===== src/logic/rv_pkg.sv =====
`default_nettype none

package rv_pkg;

  localparam int WORD_BYTES = 4;

  typedef logic [31:0] word_t;
  typedef logic [4:0] reg_idx_t;
  typedef logic [WORD_BYTES-1:0] byte_en_t;

  // RV32I major opcodes
  typedef enum logic [6:0] {
    OP_LOAD     = 7'b0000011,
    OP_MISC_MEM = 7'b0001111,
    OP_REG_IMM  = 7'b0010011,
    OP_AUIPC    = 7'b0010111,
    OP_STORE    = 7'b0100011,
    OP_REG_REG  = 7'b0110011,
    OP_LUI      = 7'b0110111,
    OP_BRANCH   = 7'b1100011,
    OP_JALR     = 7'b1100111,
    OP_JAL      = 7'b1101111,
    OP_SYSTEM   = 7'b1110011
  } opcode_e;

  typedef enum logic [3:0] {
    ALU_ADD,
    ALU_SUB,
    ALU_SLL,
    ALU_SLT,
    ALU_SLTU,
    ALU_XOR,
    ALU_SRL,
    ALU_SRA,
    ALU_OR,
    ALU_AND
  } alu_op_e;

  typedef struct packed {
    reg_idx_t   rs1;
    reg_idx_t   rs2;
    reg_idx_t   rd;
    logic [2:0] funct3;
    word_t      imm;
    alu_op_e    alu_op;
    // operand b comes from the immediate instead of rs2
    logic       b_imm;
    logic       is_load;
    logic       is_store;
    logic       is_branch;
    logic       is_jal;
    logic       is_jalr;
    logic       is_lui;
    logic       is_auipc;
    logic       is_halt;
    logic       rd_we;
  } decoded_t;

  // one record per executed instruction
  typedef struct packed {
    logic     valid;
    word_t    pc;
    logic     rd_we;
    reg_idx_t rd;
    word_t    rd_data;
  } retire_t;

endpackage

`default_nettype wire


===== src/logic/rv_decoder.sv =====
`timescale 1ns/1ns
`default_nettype none

module rv_decoder (
  input  rv_pkg::word_t    insn_i,
  output rv_pkg::decoded_t dec_o
);

  rv_pkg::word_t imm_i;
  rv_pkg::word_t imm_s;
  rv_pkg::word_t imm_b;
  rv_pkg::word_t imm_j;
  rv_pkg::word_t imm_u;
  rv_pkg::decoded_t dec;

  // alt picks sub over add and sra over srl
  function automatic rv_pkg::alu_op_e alu_sel(input logic [2:0] f3, input logic alt);
    rv_pkg::alu_op_e op;
    case (f3)
      3'b000: op = alt ? rv_pkg::ALU_SUB : rv_pkg::ALU_ADD;
      3'b001: op = rv_pkg::ALU_SLL;
      3'b010: op = rv_pkg::ALU_SLT;
      3'b011: op = rv_pkg::ALU_SLTU;
      3'b100: op = rv_pkg::ALU_XOR;
      3'b101: op = alt ? rv_pkg::ALU_SRA : rv_pkg::ALU_SRL;
      3'b110: op = rv_pkg::ALU_OR;
      default: op = rv_pkg::ALU_AND;
    endcase
    return op;
  endfunction

  assign imm_i = {{20{insn_i[31]}}, insn_i[31:20]};
  assign imm_s = {{20{insn_i[31]}}, insn_i[31:25], insn_i[11:7]};
  assign imm_b = {{19{insn_i[31]}}, insn_i[31], insn_i[7], insn_i[30:25], insn_i[11:8], 1'b0};
  assign imm_j = {{11{insn_i[31]}}, insn_i[31], insn_i[19:12], insn_i[20], insn_i[30:21], 1'b0};
  assign imm_u = {insn_i[31:12], 12'b0};

  always_comb begin
    dec = '0;
    dec.rs1 = insn_i[19:15];
    dec.rs2 = insn_i[24:20];
    dec.rd = insn_i[11:7];
    dec.funct3 = insn_i[14:12];
    dec.alu_op = rv_pkg::ALU_ADD;
    case (rv_pkg::opcode_e'(insn_i[6:0]))
      rv_pkg::OP_LOAD: begin
        dec.is_load = 1'b1;
        dec.rd_we = 1'b1;
        dec.imm = imm_i;
        dec.b_imm = 1'b1;
      end
      rv_pkg::OP_STORE: begin
        dec.is_store = 1'b1;
        dec.imm = imm_s;
        dec.b_imm = 1'b1;
      end
      rv_pkg::OP_BRANCH: begin
        dec.is_branch = 1'b1;
        dec.imm = imm_b;
      end
      rv_pkg::OP_JALR: begin
        dec.is_jalr = 1'b1;
        dec.rd_we = 1'b1;
        dec.imm = imm_i;
        dec.b_imm = 1'b1;
      end
      rv_pkg::OP_JAL: begin
        dec.is_jal = 1'b1;
        dec.rd_we = 1'b1;
        dec.imm = imm_j;
      end
      rv_pkg::OP_REG_IMM: begin
        dec.rd_we = 1'b1;
        dec.imm = imm_i;
        dec.b_imm = 1'b1;
        // bit 30 is part of the immediate except for shifts right
        dec.alu_op = alu_sel(insn_i[14:12], insn_i[14:12] == 3'b101 && insn_i[30]);
      end
      rv_pkg::OP_REG_REG: begin
        dec.rd_we = 1'b1;
        dec.alu_op = alu_sel(insn_i[14:12], insn_i[30]);
      end
      rv_pkg::OP_LUI: begin
        dec.is_lui = 1'b1;
        dec.rd_we = 1'b1;
        dec.imm = imm_u;
      end
      rv_pkg::OP_AUIPC: begin
        dec.is_auipc = 1'b1;
        dec.rd_we = 1'b1;
        dec.imm = imm_u;
      end
      // fence has no effect in a core without caches
      rv_pkg::OP_MISC_MEM: begin
      end
      // ecall and any other system encoding both stop the core
      rv_pkg::OP_SYSTEM: dec.is_halt = 1'b1;
      default: dec.is_halt = 1'b1;
    endcase
    if (dec.rd == '0) begin
      dec.rd_we = 1'b0;
    end
  end

  assign dec_o = dec;

endmodule

`default_nettype wire


===== src/logic/rv_alu.sv =====
`timescale 1ns/1ns
`default_nettype none

module rv_alu (
  input  rv_pkg::alu_op_e op_i,
  input  rv_pkg::word_t   a_i,
  input  rv_pkg::word_t   b_i,
  output rv_pkg::word_t   result_o
);

  logic [4:0] shamt;

  assign shamt = b_i[4:0];

  always_comb begin
    case (op_i)
      rv_pkg::ALU_ADD: result_o = a_i + b_i;
      rv_pkg::ALU_SUB: result_o = a_i - b_i;
      rv_pkg::ALU_SLL: result_o = a_i << shamt;
      rv_pkg::ALU_SLT: result_o = {31'b0, $signed(a_i) < $signed(b_i)};
      rv_pkg::ALU_SLTU: result_o = {31'b0, a_i < b_i};
      rv_pkg::ALU_XOR: result_o = a_i ^ b_i;
      rv_pkg::ALU_SRL: result_o = a_i >> shamt;
      // arithmetic shift keeps the sign bit
      rv_pkg::ALU_SRA: result_o = $signed(a_i) >>> shamt;
      rv_pkg::ALU_OR: result_o = a_i | b_i;
      rv_pkg::ALU_AND: result_o = a_i & b_i;
      default: result_o = a_i + b_i;
    endcase
  end

endmodule

`default_nettype wire


===== src/logic/rv_regfile.sv =====
`timescale 1ns/1ns
`default_nettype none

module rv_regfile (
  input  logic             clk,
  input  logic             rst,
  input  rv_pkg::reg_idx_t rs1_i,
  input  rv_pkg::reg_idx_t rs2_i,
  output rv_pkg::word_t    rs1_data_o,
  output rv_pkg::word_t    rs2_data_o,
  input  logic             we_i,
  input  rv_pkg::reg_idx_t rd_i,
  input  rv_pkg::word_t    rd_data_i
);

  // x0 has no storage
  rv_pkg::word_t regs [31:1];

  always_ff @(posedge clk) begin
    if (rst) begin
      for (int i = 1; i < 32; i++) begin
        regs[i] <= '0;
      end
    end else if (we_i && rd_i != '0) begin
      regs[rd_i] <= rd_data_i;
    end
  end

  assign rs1_data_o = (rs1_i == '0) ? '0 : regs[rs1_i];
  assign rs2_data_o = (rs2_i == '0) ? '0 : regs[rs2_i];

endmodule

`default_nettype wire


===== src/logic/rv_lsu.sv =====
`timescale 1ns/1ns
`default_nettype none

module rv_lsu (
  input  logic [2:0]       funct3_i,
  input  logic             is_store_i,
  input  logic [1:0]       addr_lsb_i,
  input  rv_pkg::word_t    rs2_data_i,
  input  rv_pkg::word_t    rdata_i,
  output rv_pkg::word_t    wdata_o,
  output rv_pkg::byte_en_t we_o,
  output rv_pkg::word_t    load_data_o
);

  rv_pkg::word_t shifted;

  // store data is replicated into every lane, the enables pick the lane
  always_comb begin
    wdata_o = rs2_data_i;
    we_o = '0;
    case (funct3_i[1:0])
      2'b00: begin
        wdata_o = {rv_pkg::WORD_BYTES{rs2_data_i[7:0]}};
        we_o = rv_pkg::byte_en_t'(1) << addr_lsb_i;
      end
      2'b01: begin
        wdata_o = {(rv_pkg::WORD_BYTES / 2){rs2_data_i[15:0]}};
        if (!addr_lsb_i[0]) begin
          we_o = rv_pkg::byte_en_t'(3) << addr_lsb_i;
        end
      end
      2'b10: begin
        if (addr_lsb_i == 2'b00) begin
          we_o = '1;
        end
      end
      default: we_o = '0;
    endcase
    if (!is_store_i) begin
      we_o = '0;
    end
  end

  // addressed byte or halfword moved down to bit 0
  assign shifted = rdata_i >> {addr_lsb_i, 3'b000};

  always_comb begin
    case (funct3_i)
      3'b000: load_data_o = {{24{shifted[7]}}, shifted[7:0]};
      3'b001: load_data_o = {{16{shifted[15]}}, shifted[15:0]};
      3'b100: load_data_o = {24'b0, shifted[7:0]};
      3'b101: load_data_o = {16'b0, shifted[15:0]};
      default: load_data_o = rdata_i;
    endcase
  end

endmodule

`default_nettype wire


===== src/logic/rv_core.sv =====
`timescale 1ns/1ns
`default_nettype none

module rv_core (
  input  logic             clk,
  input  logic             rst,
  output rv_pkg::word_t    imem_addr_o,
  input  rv_pkg::word_t    insn_i,
  output rv_pkg::word_t    dmem_addr_o,
  input  rv_pkg::word_t    dmem_rdata_i,
  output rv_pkg::word_t    dmem_wdata_o,
  output rv_pkg::byte_en_t dmem_we_o,
  output logic             halt_o,
  output rv_pkg::retire_t  retire_o
);

  rv_pkg::word_t pc_q;
  logic halt_q;
  logic exec;
  rv_pkg::decoded_t dec;
  rv_pkg::word_t rs1_data;
  rv_pkg::word_t rs2_data;
  rv_pkg::word_t alu_b;
  rv_pkg::word_t alu_result;
  rv_pkg::word_t load_data;
  rv_pkg::byte_en_t lsu_we;
  rv_pkg::word_t pc_plus_4;
  rv_pkg::word_t pc_plus_imm;
  rv_pkg::word_t next_pc;
  rv_pkg::word_t wb_data;
  logic taken;

  // an instruction executes only out of reset and before halt
  assign exec = !rst && !halt_q;

  rv_decoder i_decoder (
    .insn_i(insn_i),
    .dec_o (dec)
  );

  rv_regfile i_regfile (
    .clk       (clk),
    .rst       (rst),
    .rs1_i     (dec.rs1),
    .rs2_i     (dec.rs2),
    .rs1_data_o(rs1_data),
    .rs2_data_o(rs2_data),
    .we_i      (dec.rd_we && exec),
    .rd_i      (dec.rd),
    .rd_data_i (wb_data)
  );

  assign alu_b = dec.b_imm ? dec.imm : rs2_data;

  rv_alu i_alu (
    .op_i    (dec.alu_op),
    .a_i     (rs1_data),
    .b_i     (alu_b),
    .result_o(alu_result)
  );

  // loads and stores use the ALU sum as the effective address
  rv_lsu i_lsu (
    .funct3_i   (dec.funct3),
    .is_store_i (dec.is_store),
    .addr_lsb_i (alu_result[1:0]),
    .rs2_data_i (rs2_data),
    .rdata_i    (dmem_rdata_i),
    .wdata_o    (dmem_wdata_o),
    .we_o       (lsu_we),
    .load_data_o(load_data)
  );

  assign dmem_addr_o = alu_result & ~rv_pkg::word_t'(rv_pkg::WORD_BYTES - 1);
  assign dmem_we_o = exec ? lsu_we : '0;

  always_comb begin
    case (dec.funct3)
      3'b000: taken = rs1_data == rs2_data;
      3'b001: taken = rs1_data != rs2_data;
      3'b100: taken = $signed(rs1_data) < $signed(rs2_data);
      3'b101: taken = $signed(rs1_data) >= $signed(rs2_data);
      3'b110: taken = rs1_data < rs2_data;
      3'b111: taken = rs1_data >= rs2_data;
      default: taken = 1'b0;
    endcase
  end

  assign pc_plus_4 = pc_q + rv_pkg::WORD_BYTES;
  assign pc_plus_imm = pc_q + dec.imm;

  always_comb begin
    if (dec.is_halt) begin
      next_pc = pc_q;
    end else if (dec.is_jal || (dec.is_branch && taken)) begin
      next_pc = pc_plus_imm;
    end else if (dec.is_jalr) begin
      next_pc = {alu_result[31:1], 1'b0};
    end else begin
      next_pc = pc_plus_4;
    end
  end

  always_comb begin
    if (dec.is_load) begin
      wb_data = load_data;
    end else if (dec.is_jal || dec.is_jalr) begin
      wb_data = pc_plus_4;
    end else if (dec.is_lui) begin
      wb_data = dec.imm;
    end else if (dec.is_auipc) begin
      wb_data = pc_plus_imm;
    end else begin
      wb_data = alu_result;
    end
  end

  always_ff @(posedge clk) begin
    if (rst) begin
      pc_q <= '0;
      halt_q <= 1'b0;
    end else if (!halt_q) begin
      pc_q <= next_pc;
      halt_q <= dec.is_halt;
    end
  end

  assign imem_addr_o = pc_q;
  assign halt_o = halt_q;

  assign retire_o.valid = exec;
  assign retire_o.pc = pc_q;
  assign retire_o.rd_we = dec.rd_we;
  assign retire_o.rd = dec.rd;
  assign retire_o.rd_data = wb_data;

endmodule

`default_nettype wire


===== config.mk =====
export PLATFORM = sky130hd
export DESIGN_NAME = rv_core
export DESIGN_NICKNAME = d
export VERILOG_FILES = /design/src/logic/rv_pkg.sv /design/src/logic/rv_decoder.sv /design/src/logic/rv_alu.sv /design/src/logic/rv_regfile.sv /design/src/logic/rv_lsu.sv /design/src/logic/rv_core.sv
export SDC_FILE = /design/constraint.sdc
export NUM_CORES = 2
export LEC_CHECK = 0
export BUFFER_PORTS_ARGS = -buffer_cell sky130_fd_sc_hd__buf_2
export CORE_MARGIN = 2
export CORE_UTILIZATION = 30
export DETAILED_ROUTE_END_ITERATION = 8
export SETUP_SLACK_MARGIN = 0.05
export SLEW_MARGIN = 20
export SYNTH_ARGS = -nofsm -noshare
export SYNTH_HDL_FRONTEND = slang
export SYNTH_SLANG_ARGS = --single-unit

===== constraint.sdc =====
create_clock -name clk -period 11.2 [get_ports clk]
set_clock_uncertainty 0.2 [all_clocks]
set_input_delay 1.68 -clock clk [delete_from_list [all_inputs] [get_ports clk]]
set_output_delay 1.68 -clock clk [all_outputs]
set_load 0.02 [all_outputs]

* Yosys cells after proc, flatten, opt, wreduce, memory -nomap -nowiden
Memories as Yosys holds them, arrays and structs flattened.
Cells that the tools add are included.
** Word-level totals
- Memories :: 1
- Memory bits (writable) :: 992
- Bits of input ports :: 66
- Output and inout bits :: 172
- Register bits after elaboration :: 33
** Memory list
- i_regfile.regs :: words 31, width 32, read ports 2, clocked after memory_dff 0, write ports 31, RTL line rv_regfile.sv:17 : rv_pkg::word_t regs [31:1];
** Cells by class
- Add/subtract/negate cells :: 4
- Magnitude comparators :: 6
- Bitwise logic cells :: 4
- Shift operators :: 6
- Reduce and logical (&&, ||, !) cells :: 23
- Equal/unequal tests :: 30
- Muxes and demuxes :: 46
** Operators by type and width (number)
- 2-to-1 mux 32 bit :: 10
- case mux 32 bit (9 select lines) :: 1
- case mux 32 bit (5 select lines) :: 1
- less-than comparator 32 bit :: 4
- case mux 32 bit (4 select lines) :: 1
- adder 32 bit :: 2
- >= comparator 32 bit :: 2
- case mux 32 bit (2 select lines) :: 1
- case mux 4 bit (7 select lines) :: 2
- adder 32 x 3 -> 32 bit, second input constant :: 1
- AND 32 bit :: 1
- equality test 32 bit :: 1
- != test 32 bit :: 1
- OR 32 bit :: 1
- OR reduction 32 bit :: 1
- << shifter 32 x 5 -> 32 bit :: 1
- >> shifter 32 x 5 -> 16 bit :: 1
- >> shifter 32 x 5 -> 32 bit :: 1
- >>> shifter 32 x 5 -> 32 bit :: 1
- subtractor 32 bit :: 1
- XOR 32 bit :: 1
- 2-to-1 mux 1 bit :: 22
- equality test 7 x 6 -> 1 bit, second input constant :: 3
- equality test 7 bit, second input constant :: 3
- other kinds (33) :: 55

* Logic depth before layout (Yosys ltp)
- Depth after elaboration :: 12
- Mapped depth :: 32
- Depth with buffers taken out :: 23

* Hierarchy
From an unflattened synthesis, not the netlist that was laid out.
** Second synthesis, totals
- Cell total of the unflattened synthesis :: 6385
- Area total of the unflattened synthesis :: 72782.3 µm²
** By module, submodules not included
- rv_regfile :: times used 1, cells each 3765, area an instance 54626.1 µm²
- rv_alu :: times used 1, cells each 1287, area an instance 9092.5 µm²
- rv_core :: times used 1, cells each 1016, area an instance 6817.8 µm²
- rv_lsu :: times used 1, cells each 195, area an instance 1350.0 µm²
- rv_decoder :: times used 1, cells each 122, area an instance 895.9 µm²

* Worst setup path after synthesis
OpenSTA, ideal clock, no wires.
- Path type :: input to output
- Start :: input port insn_i[20]
- End :: output port retire_o[28] (netlist bit)
- Buffers on the path :: 10
- Arrival :: 9.102 ns
- Path slack :: 0.218 ns
- Stages :: 27
- Required time :: 9.320 ns
- Cells stage by stage :: buf_4 buf_4 buf_4 buf_4 buf_2 clkbuf_1 buf_1 buf_1 mux4_2 mux4_2 mux2_2 nand2_1 o21a_1 ha_1 clkbuf_1 or4b_2 nor4b_1 nor3_1 o41ai_1 a221oi_1 xnor2_1 a2111o_1 a21oi_1 a221oi_1 nor2_1 clkbuf_1 nor2_1
** RTL lines
- from (decl) :: RTL line rv_core.sv:8 : input rv_pkg::word_t insn_i,
- to (decl) :: RTL line rv_core.sv:14 : output rv_pkg::retire_t retire_o

==> impl_metrics.prom <==
# TYPE chip_impl_metric gauge
chip_impl_metric{name="worst_pin_slew",unit="ps"} 1190
chip_impl_metric{name="rows",unit=""} 176
chip_impl_metric{name="synth-async-reset-ratio",unit="%"} 0
chip_impl_info{name="critPathCaptureType",value="output port"} 1
chip_impl_metric{name="place.detailed.hpwl",unit="mm"} 241
chip_impl_metric{name="cts.htree.levels",unit=""} 3
chip_impl_metric{name="floorplan.core_area",unit="sq um"} 230000
chip_impl_metric{name="grt_overflow",unit=""} 0
chip_impl_metric{name="start_util",unit="%"} 30.2
chip_impl_metric{name="ir_worst_vdd",unit="V"} 0.000156
chip_impl_metric{name="ys_seq_elements",unit=""} 1057
chip_impl_metric{name="globalRouteTotalUtil",unit="%"} 29.0
chip_impl_metric{name="avg_cell_area_syn",unit="sq um"} 11.1
chip_impl_metric{name="placed_cell_area",unit="sq um"} 76300
chip_impl_metric{name="place.gp.congestion",unit=""} 1.04
chip_impl_metric{name="wire_length_of_the_first_global_routing_pass",unit="mm"} 480
chip_impl_metric{name="final_max_slew_viol_count",unit=""} 0
chip_impl_metric{name="hold_violation_count_in_the_final_report",unit=""} 0
chip_impl_metric{name="vias_per_cell",unit=""} 6.37
chip_impl_metric{name="cts_inserted_buffers",unit=""} 116
chip_impl_info{name="critPathSlowestCell",value="mux4_2"} 1
chip_impl_metric{name="timing.final.setup_violations",unit=""} 0
chip_impl_metric{name="first_global_vias",unit=""} 58900
chip_impl_info{name="cts_tree",value="done"} 1
chip_impl_metric{name="layout-drive-gt1-share",unit="%"} 24.1
chip_impl_metric{name="post-route-cell-area",unit="sq um"} 80200
chip_impl_metric{name="detailroute.via_count",unit=""} 61600
chip_impl_metric{name="chipWidth",unit="um"} 486
chip_impl_info{name="cts-root-buf",value="clkbuf_16"} 1
chip_impl_metric{name="detail_route.wirelength",unit="mm"} 353
chip_impl_metric{name="cts_setup_buffers",unit=""} 0
chip_impl_metric{name="post_drt_wl_per_cell",unit="um"} 36.5
chip_impl_info{name="rsz0062_at_grt",value="no"} 1
chip_impl_metric{name="worst_slew_margin_rel",unit="%"} 18.3
chip_impl_metric{name="cts_hold_repair.buffers",unit=""} 0
chip_impl_metric{name="maxCapViolations",unit=""} 0
chip_impl_metric{name="die_height",unit="um"} 486
chip_impl_metric{name="cts_num_sinks",unit=""} 1057
chip_impl_metric{name="p_leak",unit="nW"} 30.5
chip_impl_metric{name="num-fill-cells",unit=""} 22800
chip_impl_info{name="criticalPathCategory",value="in -> out"} 1
chip_impl_metric{name="grt_start_max_net_pins",unit=""} 77
chip_impl_metric{name="hold_slack",unit="ps"} 411
chip_impl_metric{name="clk_latency",unit="ps"} 810
chip_impl_metric{name="timing.setup.tns",unit="ps"} 0
chip_impl_metric{name="post-place-cells",unit=""} 9429
chip_impl_info{name="status",value="finished clean"} 1
chip_impl_metric{name="synthesis.area",unit="sq um"} 69600
chip_impl_metric{name="drtIter0Drc",unit=""} 10200
chip_impl_metric{name="netlist-cell-type-count",unit=""} 101
chip_impl_metric{name="fp.dieArea",unit="sq um"} 236000
chip_impl_metric{name="cellPowerDensity",unit="nW/um^2"} 167
chip_impl_info{name="post_synth_top_flop",value="edfxtp_1"} 1
chip_impl_metric{name="area_growth_syn_to_layout",unit="%"} 15.2
chip_impl_metric{name="final_cell_count_no_fill",unit=""} 9666
chip_impl_metric{name="worst-endpoint-required",unit="ps"} 9320
chip_impl_metric{name="grt_antenna_before_repair",unit=""} 32
chip_impl_metric{name="synth_cells",unit=""} 6299
chip_impl_metric{name="worstPathArrival",unit="ps"} 9090
chip_impl_metric{name="clk_transition_reported_paths",unit="ps"} 70
chip_impl_metric{name="synth_enable_flop_cells",unit=""} 1024
chip_impl_info{name="worstSetupStartpointType",value="primary input"} 1
chip_impl_metric{name="drt_pre_antenna_iters",unit=""} 6
chip_impl_metric{name="floorplan.io_pins",unit=""} 238
chip_impl_metric{name="cts_buffer_depth",unit=""} 3
chip_impl_metric{name="drt.antenna.violating_nets",unit=""} 0
chip_impl_metric{name="seq_area_frac_synth",unit="%"} 45.1
chip_impl_metric{name="drc",unit=""} 0
chip_impl_metric{name="fin_crit_share",unit="%"} 97.9
chip_impl_info{name="timing.critical_path.mode_cell",value="buf_4"} 1
chip_impl_metric{name="synth-warning-count",unit=""} 0
chip_impl_metric{name="portBuffers",unit=""} 235
chip_impl_metric{name="timing.critical_path.fanout_max",unit=""} 44
chip_impl_metric{name="timing.critical_path.slowest_cell_delay",unit="ps"} 580
chip_impl_metric{name="layout_min_cycle_time",unit="ps"} 10970
chip_impl_info{name="worstHoldPathType",value="reg -> reg"} 1
chip_impl_metric{name="fmax",unit="MHz"} 91.2
chip_impl_metric{name="nNetsFinal",unit=""} 6751
## worst max-delay path, delay by kind of cell
family / cells / cell delay, ps
AOI/OAI and AO/OA: 11 / 3190
buffers and inverters: 7 / 1480
and+or+nand+nor: 5 / 1420
muxes: 2 / 900
adders and majority gates: 1 / 320
## flip-flops by register name, summed over array words and instances, names as in the netlist
| name | cells |
|---|---|
| halt_o | 1 |
| i_regfile.regs | 1024 |
| imem_addr_o | 32 |
## report_power, final
part | switching [mW] | total, mW | internal [mW]
Sequential | 0.120 | 4.63 | 4.51
Combinational | 3.35 | 4.82 | 1.47
Clock | 1.73 | 3.93 | 2.20
Total | 5.20 | 13.4 | 8.18
## worst paths after layout
| check | startpoint | endpoint | slack, ps | depth (start not counted) |
|---|---|---|---|---|
| worst max-delay path | insn_i[15] | retire_o[30] | 230 | 26 |
| worst min-delay path | imem_addr_o[26]$_SDFFE_PP0P_ | imem_addr_o[26]$_SDFFE_PP0P_ | 410 | 2 |
| worst max register to register | i_regfile.regs[3][2]$_SDFFCE_PN0P_ | i_regfile.regs[5][30]$_SDFFCE_PN0P_ | 3320 | 25 |
| worst min register to register | imem_addr_o[26]$_SDFFE_PP0P_ | imem_addr_o[26]$_SDFFE_PP0P_ | 410 | 2 |
## cell usage after synthesis, types with 31 or more instances
cell type | number | area share [%]
nor2_1 | 1229 | 6.6
edfxtp_1 | 1024 | 44
mux4_2 | 472 | 15
clkbuf_1 | 392 | 2.1
a21oi_1 | 319 | 2.3
nand2_1 | 318 | 1.7
mux2i_1 | 248 | 3.6
o21ai_0 | 218 | 1.6
inv_1 | 173 | 0.93
ha_1 | 161 | 2.9
nor3_1 | 151 | 1.1
a211oi_1 | 102 | 1.1
buf_2 | 85 | 0.61
mux2_2 | 84 | 1.4
nand3_1 | 76 | 0.55
o22ai_1 | 71 | 0.64
nor4_1 | 65 | 0.58
a21o_1 | 63 | 0.68
xnor2_1 | 58 | 0.73
buf_1 | 56 | 0.30
buf_4 | 56 | 0.60
and2_1 | 51 | 0.46
a22oi_1 | 47 | 0.51
o21a_1 | 43 | 0.46
a221oi_1 | 39 | 0.49
and3_1 | 36 | 0.32
o221ai_1 | 35 | 0.44
dfxtp_1 | 33 | 0.95
a31oi_1 | 31 | 0.28
buf_6 | 31 | 0.50
o211ai_1 | 31 | 0.33
## cells by family (layout without fill, tap and decap cells)
family,Yosys count,count (layout),synth area share (%)
other,1,53,0.00538
DFF,1057,1057,45.1
muxes,804,804,20.2
buffers and inverters,802,1091,5.18
and+or+nand+nor,2117,2117,13.2
adders and majority gates,164,164,2.98
AOI/OAI and AO/OA,1269,1269,12.2
xor gates and xnor gates,85,85,1.07
## layout by cell type (no fill, tap or decap), types with 27 or more instances in the layout
cell type	n
o211ai_1	31
clkbuf_16	117
inv_1	170
or3_1	28
o21ai_0	215
buf_2	226
nor3_1	146
nand2_1	255
nand2_2	45
o22ai_1	71
clkinv_1	32
ha_1	161
a211oi_1	97
and2_1	51
mux2_2	84
nand4_1	30
mux4_2	472
dfxtp_1	33
conb_1	34
o221ai_1	33
xnor2_1	58
nor2_1	1222
xor2_1	27
edfxtp_1	1024
buf_4	434
clkinv_2	28
buf_12	29
a31oi_1	30
and3_1	36
a21oi_1	317
nor2b_1	29
a221oi_1	39
a22oi_1	46
nor4_1	62
a21o_1	62
o21a_1	43
nand3_1	76
mux2i_1	248
## timing repair
item / CTS / global route
endpoints found under the setup margin: 0 / 2
endpoints found under the hold margin: 0 / 0
gates resized for setup: 0 / 3
## per-stage QoR
| stage | power (mW) | util, % | setup WS, ps |
|---|---|---|---|
| final | 13.4 | 34.8 | 231 |
| after global routing | 13.6 | 34.8 | 89.9 |
| after floorplan | 7.03 | - | 218 |
| after global placement | 9.32 | 33.1 | 420 |
| after CTS | 13.2 | 34.8 | 334 |
| after detailed placement | 9.33 | 33.1 | 354 |
## area by class of cell
class	instances	area, sq um	area share [%]
flip-flops and latches	1057	31400	39.2
clock buffers	134	2990	3.73
clock inverters	84	830	1.03
inverters	178	671	0.836
multi-input cells	4473	35400	44.2
diodes	19	47.5	0.0593
well taps	3026	3790	4.72
repair buffers	695	5050	6.30
## layer usage
layer	share of wire, %	wire (um)	global-route usage, %	vias to the layer above
met3	14	49200	9.02	1162
met5	0.049	173	0	-
li1	-	-	-	24300
met2	43	150000	42.6	5357
met4	8.0	28200	19.6	26
met1	35	125000	36.3	30800
Note: power is estimated with default switching activity, not from simulation.
